File: config.mk
export PLATFORM = sky130hd
export DESIGN_NAME = decode_stage
export DESIGN_NICKNAME = d
export VERILOG_FILES = /design/src/logic/decode_pkg.sv /design/src/logic/imm_gen.sv /design/src/logic/ctrl_decoder.sv /design/src/logic/decode_stage.sv
export SDC_FILE = /design/constraint.sdc
export NUM_CORES = 1
export LEC_CHECK = 0
export BUFFER_PORTS_ARGS = -buffer_cell sky130_fd_sc_hd__buf_2
export CORE_AREA = 2 2 143 145
export CTS_BUF_LIST = sky130_fd_sc_hd__clkbuf_16
export DETAILED_ROUTE_END_ITERATION = 8
export DIE_AREA = 0 0 145 147
export GPL_ROUTABILITY_DRIVEN = 0
export PLACE_DENSITY = 0.65
export REMOVE_ABC_BUFFERS = 1
export SETUP_SLACK_MARGIN = 0.15
export SYNTH_ARGS = -nofsm -noshare
export SYNTH_HDL_FRONTEND = slang
export SYNTH_SLANG_ARGS = --single-unit
File: constraint.sdc
create_clock -name clk -period 3.6 [get_ports clk]
set_clock_uncertainty 0.2 [all_clocks]
set_input_delay 0.72 -clock clk [delete_from_list [all_inputs] [get_ports clk]]
set_output_delay 0.72 -clock clk [all_outputs]
set_load 0.05 [all_outputs]
File: src/logic/decode_pkg.sv
package decode_pkg;

    localparam int xlen      = 32;
    localparam int reg_idx_w = 5;

    typedef logic [xlen-1:0]      word_t;
    typedef logic [reg_idx_w-1:0] reg_idx_t;
    typedef logic [2:0]           funct3_t;
    typedef logic [6:0]           funct7_t;
    typedef logic [1:0]           ls_size_t;

    localparam funct3_t  funct3_add_sub = 3'b000;
    localparam funct3_t  funct3_srl_sra = 3'b101;
    localparam funct7_t  funct7_alt     = 7'b0100000; // SUB and SRA
    localparam ls_size_t ls_word        = 2'b10;
    localparam ls_size_t ls_bad         = 2'b11;       // No 64-bit access on RV32

    // Major opcodes, instr bits 6..0
    typedef enum logic [6:0] {
        op_lui    = 7'b0110111,
        op_auipc  = 7'b0010111,
        op_jal    = 7'b1101111,
        op_jalr   = 7'b1100111,
        op_branch = 7'b1100011,
        op_load   = 7'b0000011,
        op_store  = 7'b0100011,
        op_op_imm = 7'b0010011,
        op_op     = 7'b0110011,
        op_fence  = 7'b0001111,
        op_system = 7'b1110011
    } opcode_e;

    typedef enum logic [2:0] {
        alu_add_sub = 3'b000,
        alu_sll     = 3'b001,
        alu_slt     = 3'b010,
        alu_sltu    = 3'b011,
        alu_xor     = 3'b100,
        alu_srl_sra = 3'b101,
        alu_or      = 3'b110,
        alu_and     = 3'b111
    } alu_func_e;

    typedef enum logic [1:0] {
        sel_reg  = 2'b00,
        sel_imm  = 2'b01,
        sel_pc   = 2'b10,
        sel_zero = 2'b11
    } alu_sel_e;

    typedef enum logic [1:0] {
        wr_alu     = 2'b00,
        wr_load    = 2'b01,
        wr_next_pc = 2'b10
    } write_sel_e;

    typedef struct packed {
        alu_func_e  alu_func;
        logic       alu_func_sel;  // SUB or SRA
        alu_sel_e   alu_a_select;
        alu_sel_e   alu_b_select;
        write_sel_e write_select;
        logic       cmp_less;
        logic       cmp_unsigned;
        logic       cmp_negate;
        logic       jump;
        logic       branch;
        logic       load;
        logic       store;
        ls_size_t   ls_size;
        logic       load_signed;
        reg_idx_t   rd_addr;
        logic       exception;     // Illegal instruction
    } decode_ctrl_t;

    typedef struct packed {
        word_t pc;
        word_t next_pc;
        word_t rs1_data;
        word_t rs2_data;
        word_t imm;
    } decode_ops_t;

endpackage

File: src/logic/imm_gen.sv
`timescale 1ns/10ps

module imm_gen import decode_pkg::*; (
    input  word_t instr,
    output word_t imm
);

    opcode_e opcode;

    assign opcode = opcode_e'(instr[6:0]);

    always_comb begin
        case (opcode)
            op_lui,
            op_auipc: begin
                imm = {instr[31:12], 12'b0}; // U format
            end
            op_jal: begin
                imm = {{12{instr[31]}}, instr[19:12], instr[20], instr[30:21], 1'b0};
            end
            op_jalr,
            op_load,
            op_op_imm: begin
                imm = {{20{instr[31]}}, instr[31:20]}; // I format
            end
            op_store: begin
                imm = {{20{instr[31]}}, instr[31:25], instr[11:7]};
            end
            op_branch: begin
                imm = {{20{instr[31]}}, instr[7], instr[30:25], instr[11:8], 1'b0};
            end
            default: begin
                imm = '0; // OP, FENCE, SYSTEM and unknown
            end
        endcase
    end

endmodule

File: src/logic/ctrl_decoder.sv
`timescale 1ns/10ps

module ctrl_decoder import decode_pkg::*; (
    input  word_t        instr,
    output decode_ctrl_t ctrl
);

    opcode_e  opcode;
    funct3_t  funct3;
    funct7_t  funct7;
    reg_idx_t rd;

    assign opcode = opcode_e'(instr[6:0]);
    assign funct3 = instr[14:12];
    assign funct7 = instr[31:25];
    assign rd     = instr[11:7];

    always_comb begin
        ctrl = '0; // Unused fields stay zero
        case (opcode)
            op_lui: begin
                ctrl.alu_func     = alu_or;
                ctrl.alu_a_select = sel_zero;
                ctrl.alu_b_select = sel_imm;
                ctrl.write_select = wr_alu;
                ctrl.rd_addr      = rd;
            end
            op_auipc: begin
                ctrl.alu_func     = alu_add_sub;
                ctrl.alu_a_select = sel_pc;
                ctrl.alu_b_select = sel_imm;
                ctrl.write_select = wr_alu;
                ctrl.rd_addr      = rd;
            end
            op_jal: begin
                ctrl.alu_func     = alu_add_sub;
                ctrl.alu_a_select = sel_pc;
                ctrl.alu_b_select = sel_imm;
                ctrl.write_select = wr_next_pc; // Link address
                ctrl.branch       = 1'b1;
                ctrl.jump         = 1'b1;
                ctrl.rd_addr      = rd;
            end
            op_jalr: begin
                ctrl.alu_func     = alu_add_sub;
                ctrl.alu_a_select = sel_reg;
                ctrl.alu_b_select = sel_imm;
                ctrl.write_select = wr_next_pc;
                ctrl.branch       = 1'b1;
                ctrl.jump         = 1'b1;
                ctrl.rd_addr      = rd;
                ctrl.exception    = (funct3 != 3'b000);
            end
            op_branch: begin
                ctrl.alu_func     = alu_add_sub;
                ctrl.alu_a_select = sel_pc; // Target address
                ctrl.alu_b_select = sel_imm;
                ctrl.branch       = 1'b1;
                ctrl.cmp_less     = funct3[2];
                ctrl.cmp_unsigned = funct3[1];
                ctrl.cmp_negate   = funct3[0];
                ctrl.exception    = (funct3[2:1] == 2'b01);
            end
            op_load: begin
                ctrl.alu_func     = alu_add_sub;
                ctrl.alu_a_select = sel_reg;
                ctrl.alu_b_select = sel_imm;
                ctrl.write_select = wr_load;
                ctrl.load         = 1'b1;
                ctrl.ls_size      = funct3[1:0];
                ctrl.load_signed  = ~funct3[2];
                ctrl.rd_addr      = rd;
                ctrl.exception    = (funct3[1:0] == ls_bad) ||
                                    (funct3[2] && funct3[1:0] == ls_word); // No LWU
            end
            op_store: begin
                ctrl.alu_func     = alu_add_sub;
                ctrl.alu_a_select = sel_reg;
                ctrl.alu_b_select = sel_imm;
                ctrl.store        = 1'b1;
                ctrl.ls_size      = funct3[1:0];
                ctrl.exception    = (funct3[1:0] == ls_bad) || funct3[2];
            end
            op_op_imm: begin
                ctrl.alu_func     = alu_func_e'(funct3);
                ctrl.alu_func_sel = (funct3 == funct3_srl_sra) && instr[30]; // SRAI only
                ctrl.alu_a_select = sel_reg;
                ctrl.alu_b_select = sel_imm;
                ctrl.write_select = wr_alu;
                ctrl.rd_addr      = rd;
            end
            op_op: begin
                ctrl.alu_func     = alu_func_e'(funct3);
                ctrl.alu_func_sel = instr[30];
                ctrl.alu_a_select = sel_reg;
                ctrl.alu_b_select = sel_reg;
                ctrl.write_select = wr_alu;
                ctrl.rd_addr      = rd;
                ctrl.exception    = (funct7 != '0) &&
                                    !(funct7 == funct7_alt &&
                                      (funct3 == funct3_add_sub || funct3 == funct3_srl_sra));
            end
            op_fence: begin
                ctrl.exception    = (funct3 != 3'b000); // Otherwise a no-op
            end
            default: begin
                ctrl.exception    = 1'b1; // SYSTEM and unknown opcodes
            end
        endcase

        // An illegal instruction must have no side effects
        if (ctrl.exception) begin
            ctrl.rd_addr = '0;
            ctrl.branch  = 1'b0;
            ctrl.jump    = 1'b0;
            ctrl.load    = 1'b0;
            ctrl.store   = 1'b0;
        end
    end

endmodule

File: src/logic/decode_stage.sv
`timescale 1ns/10ps

module decode_stage import decode_pkg::*; (
    input  logic         clk,
    input  logic         arst_n,
    input  logic         valid_in,
    input  word_t        instr,
    input  word_t        pc_in,
    input  word_t        next_pc_in,
    input  logic         stall_in,
    input  logic         invalidate,
    input  reg_idx_t     hazard_0,
    input  reg_idx_t     hazard_1,
    output reg_idx_t     rs1_select,
    output reg_idx_t     rs2_select,
    input  word_t        rs1_data,
    input  word_t        rs2_data,
    output logic         stall_out,
    output logic         valid_out,
    output decode_ctrl_t ctrl,
    output decode_ops_t  ops
);

    word_t        imm;
    decode_ctrl_t ctrl_next;
    decode_ops_t  ops_next;
    logic         hit_0;
    logic         hit_1;
    logic         capture;

    imm_gen imm_gen_i (
        .instr (instr),
        .imm   (imm)
    );

    ctrl_decoder ctrl_decoder_i (
        .instr (instr),
        .ctrl  (ctrl_next)
    );

    assign rs1_select = instr[19:15];
    assign rs2_select = instr[24:20];

    // x0 is never a real destination
    assign hit_0 = (hazard_0 != '0) && (hazard_0 == rs1_select || hazard_0 == rs2_select);
    assign hit_1 = (hazard_1 != '0) && (hazard_1 == rs1_select || hazard_1 == rs2_select);

    assign stall_out = valid_in && (hit_0 || hit_1);
    assign capture   = valid_in && !stall_out && !invalidate;

    assign ops_next = '{
        pc:       pc_in,
        next_pc:  next_pc_in,
        rs1_data: rs1_data,
        rs2_data: rs2_data,
        imm:      imm
    };

    always_ff @(posedge clk or negedge arst_n) begin
        if (!arst_n) begin
            valid_out <= 1'b0;
            ctrl      <= '0;
        end else if (!stall_in) begin
            valid_out <= capture; // Bubble on hazard or flush
            if (capture) begin
                ctrl <= ctrl_next;
            end
        end
    end

    always_ff @(posedge clk) begin
        if (!stall_in && capture) begin
            ops <= ops_next;
        end
    end

    // Back-pressure freezes the whole output register
    a_hold_on_stall: assert property (
        @(posedge clk) disable iff (!arst_n)
        stall_in |=> $stable(valid_out) && $stable(ctrl) && $stable(ops)
    ) else $error("decode outputs changed under stall_in");

    a_load_store_excl: assert property (
        @(posedge clk) disable iff (!arst_n)
        valid_out |-> !(ctrl.load && ctrl.store)
    ) else $error("decode issued load and store together");

    a_illegal_no_rd: assert property (
        @(posedge clk) disable iff (!arst_n)
        (valid_out && ctrl.exception) |-> (ctrl.rd_addr == '0)
    ) else $error("illegal instruction left rd_addr set");

endmodule

==> run summary <==
CTS tree: done
Power density of the placed cells: 526 nW/µm²
Final count of negative-setup-slack endpoints: 0
Area fraction of the dominant cell type after synthesis: 69.1%
Residual overflow from global routing: 0
Root buffer selected by CTS: sky130_fd_sc_hd__clkbuf_16
Setup repair after global routing missed its margin: false
Global-route wire length before repair: 29000 µm
Initial antenna violation count: 2
Die extent in y: 147 µm
Type of the most critical hold path: in2async
Final-stage net count: 965
Source of the critical timing path: instr[21]
Maximum clock path buffer count: 2
Synthesis warning total: 0
Total setup buffers inserted after CTS: 0
Asr flop ratio synth: 14.0%
Iteration count of the initial detailed-routing pass: 5
Layout Area Growth over Synthesis: 40.1%
Max IR drop VDD: 0.302 mV
Fraction of layout cells with a size suffix above 1: 53.7%
Clock Sinks: 186
Commonest cells after routing, fill and taps aside: sky130_fd_sc_hd__buf_2 (371), sky130_fd_sc_hd__edfxtp_1 (160), sky130_fd_sc_hd__dfrtp_1 (26)
Total number of placement rows: 52
Req. time, crit path: 2.68 ns
Synthesized instance count: 412
Mean post-synth cell area: 16.9 µm²
Most used flip-flop cell after synthesis: sky130_fd_sc_hd__edfxtp_1
Reg2Reg Launch Point: ctrl[1]
Largest fanout of any net on the critical path: 5
Num CTS Buffers: 17
Final Routed Wirelength: 19800 µm
Count of buffers from port buffering: 371
Outcome: finished, final reports clean
Crit start category: primary input
Reported max-cap violation count: 0
Standard cell core area: 19800 µm²
Crit end category: output pin
Number of global-route vias before repair: 4753
Post-Syn Area: 6960 µm²
Half-perimeter wire length of the detailed placement result: 15600 µm
Achievable Freq: 0.341 GHz
Post-detailed-route wirelength per cell: 18.4 µm
Layout Utilization: 49.1%
Hold-fix buffers, CTS: 0
Via density per instance: 4.52
Global router's overall resource usage: 18.2%
Remaining max-slew budget at the tightest pin: 58.6%
Setup slack after layout: 0.665 ns
Sequential share of the synthesized area: 78.4%
Die width: 145 µm
Remaining routing DRC violations: 0
Insertion delay to the later sink of the worst-skew pair: 0.43 ns
Total via count after detailed routing: 4868
Count of final max-slew check failures: 0
Placement Cell Area: 9140 µm²
Starting DRT DRC Count: 202
Final period util: 81.5%
Clk slew on worst S/H paths: 0.08 ns
Io pins: 373
Transition time at the pin with the least slew margin: 0.621 ns
Seq cells post-synth: 186
H-tree levels: 4
Library cell with the largest summed area after synthesis: sky130_fd_sc_hd__edfxtp_1
Distinct cell type count after synthesis: 49
Final number of hold-violating endpoints: 0
Final period demand of the worst path: 2.93 ns
Leading cell type in the layout, fill and taps excluded: sky130_fd_sc_hd__buf_2
Total power: 5130 µW
CP Class: in2out
Count of nets left with antenna violations after detail routing: 0
EDFF count, synth: 160
Leakage power: 0.00436 µW
Die outline area: 21300 µm²
Maximum number of pins on one net before global-route repair: 38
Largest cells by area after synthesis: sky130_fd_sc_hd__edfxtp_1 (69%), sky130_fd_sc_hd__dfrtp_1 (9.4%), sky130_fd_sc_hd__a21o_1 (2.2%)
Worst endpoint data arrival time: 2.01 ns
Setup WS pre-CTS: 0.283 ns
Initial standard-cell utilization of the core: 35.1%
Cell area after layout: 9750 µm²
Post-CTS sizing: 0
cell usage after synthesis (all sizes together), types with 3 or more instances:
library cell	number
mux2i	10
and2	11
nand3	6
nand2	23
edfxtp	160
a21o	20
mux2	15
nor3	14
dfrtp	26
a32oi	3
buf	16
a21oi	3
inv	19
clkbuf	9
a31oi	3
nor4	4
o21ai	7
xnor2	4
xor2	16
nor2	12
where the power goes:
| group | total, µW | internal (µW) | switching [µW] |
|---|---|---|---|
| clock network | 1850 | 938 | 908 |
| logic | 791 | 191 | 599 |
| registers | 2490 | 2460 | 29.0 |
| total | 5130 | 3590 | 1540 |
sequential cells by signal, indices dropped and copies added (netlist names):
register and flops:
ops 160, valid_out 1, ctrl 25
critical path, cell delays in order:
cell and delay, ns:
sky130_fd_sc_hd__buf_2 0.17, sky130_fd_sc_hd__xor2_1 0.18, sky130_fd_sc_hd__nor3_1 0.20, sky130_fd_sc_hd__a32oi_1 0.08, sky130_fd_sc_hd__o22ai_1 0.21, sky130_fd_sc_hd__and2_1 0.18, sky130_fd_sc_hd__buf_2 0.27
metal layers:
layer	track usage, %	share of wire (%)
met1	21.3	38
met2	30.7	50
met3	7.14	9.6
met4	6.68	1.8
met5	0	0
cell families (layout without fill, tap and decap cells):
family	after synthesis	in the layout	share of synthesized area [%]
AO/OA/AOI/OAI	45	45	4.55
XOR/XNOR	20	20	2.52
buffers and inverters	44	435	3.26
flip-flops	186	186	78.4
multiplexers	25	25	4.08
other	1	4	0.0539
AND/OR/NAND/NOR	91	91	7.11
through the flow:
step | hold WS (ns) | cells | TNS (ns)
finish | 0.0895 | 1076 | 0
global route | 0.131 | 1074 | 0
CTS | 0.0935 | 1073 | 0
detailed placement | 0.272 | 1041 | 0
global placement | 0.270 | 1041 | 0
floorplan | 0.224 | 387 | -435.49
worst paths after layout:
kind	to	slack [ns]	cells past startpoint
worst max-delay path	stall_out	0.67	7
worst min-delay path	ctrl[0]	0.09	1
worst max register to register	ctrl[1]	2.59	1
worst min register to register	valid_out	0.30	2
max in group asynchronous	ctrl[21]	2.70	1
min in group clk	ops[83]	0.26	1
layout make-up:
type / count / area [µm²]
flip-flops and latches: 186 / 5460
multi-input cells: 182 / 1280
repair buffers: 384 / 1990
well taps: 270 / 338
clock inverters: 15 / 174
clock buffers: 17 / 425
diodes: 3 / 7.51
inverters: 19 / 76.3
fillers: 1758 / 10100
Power figures use the tool's default switching activity.
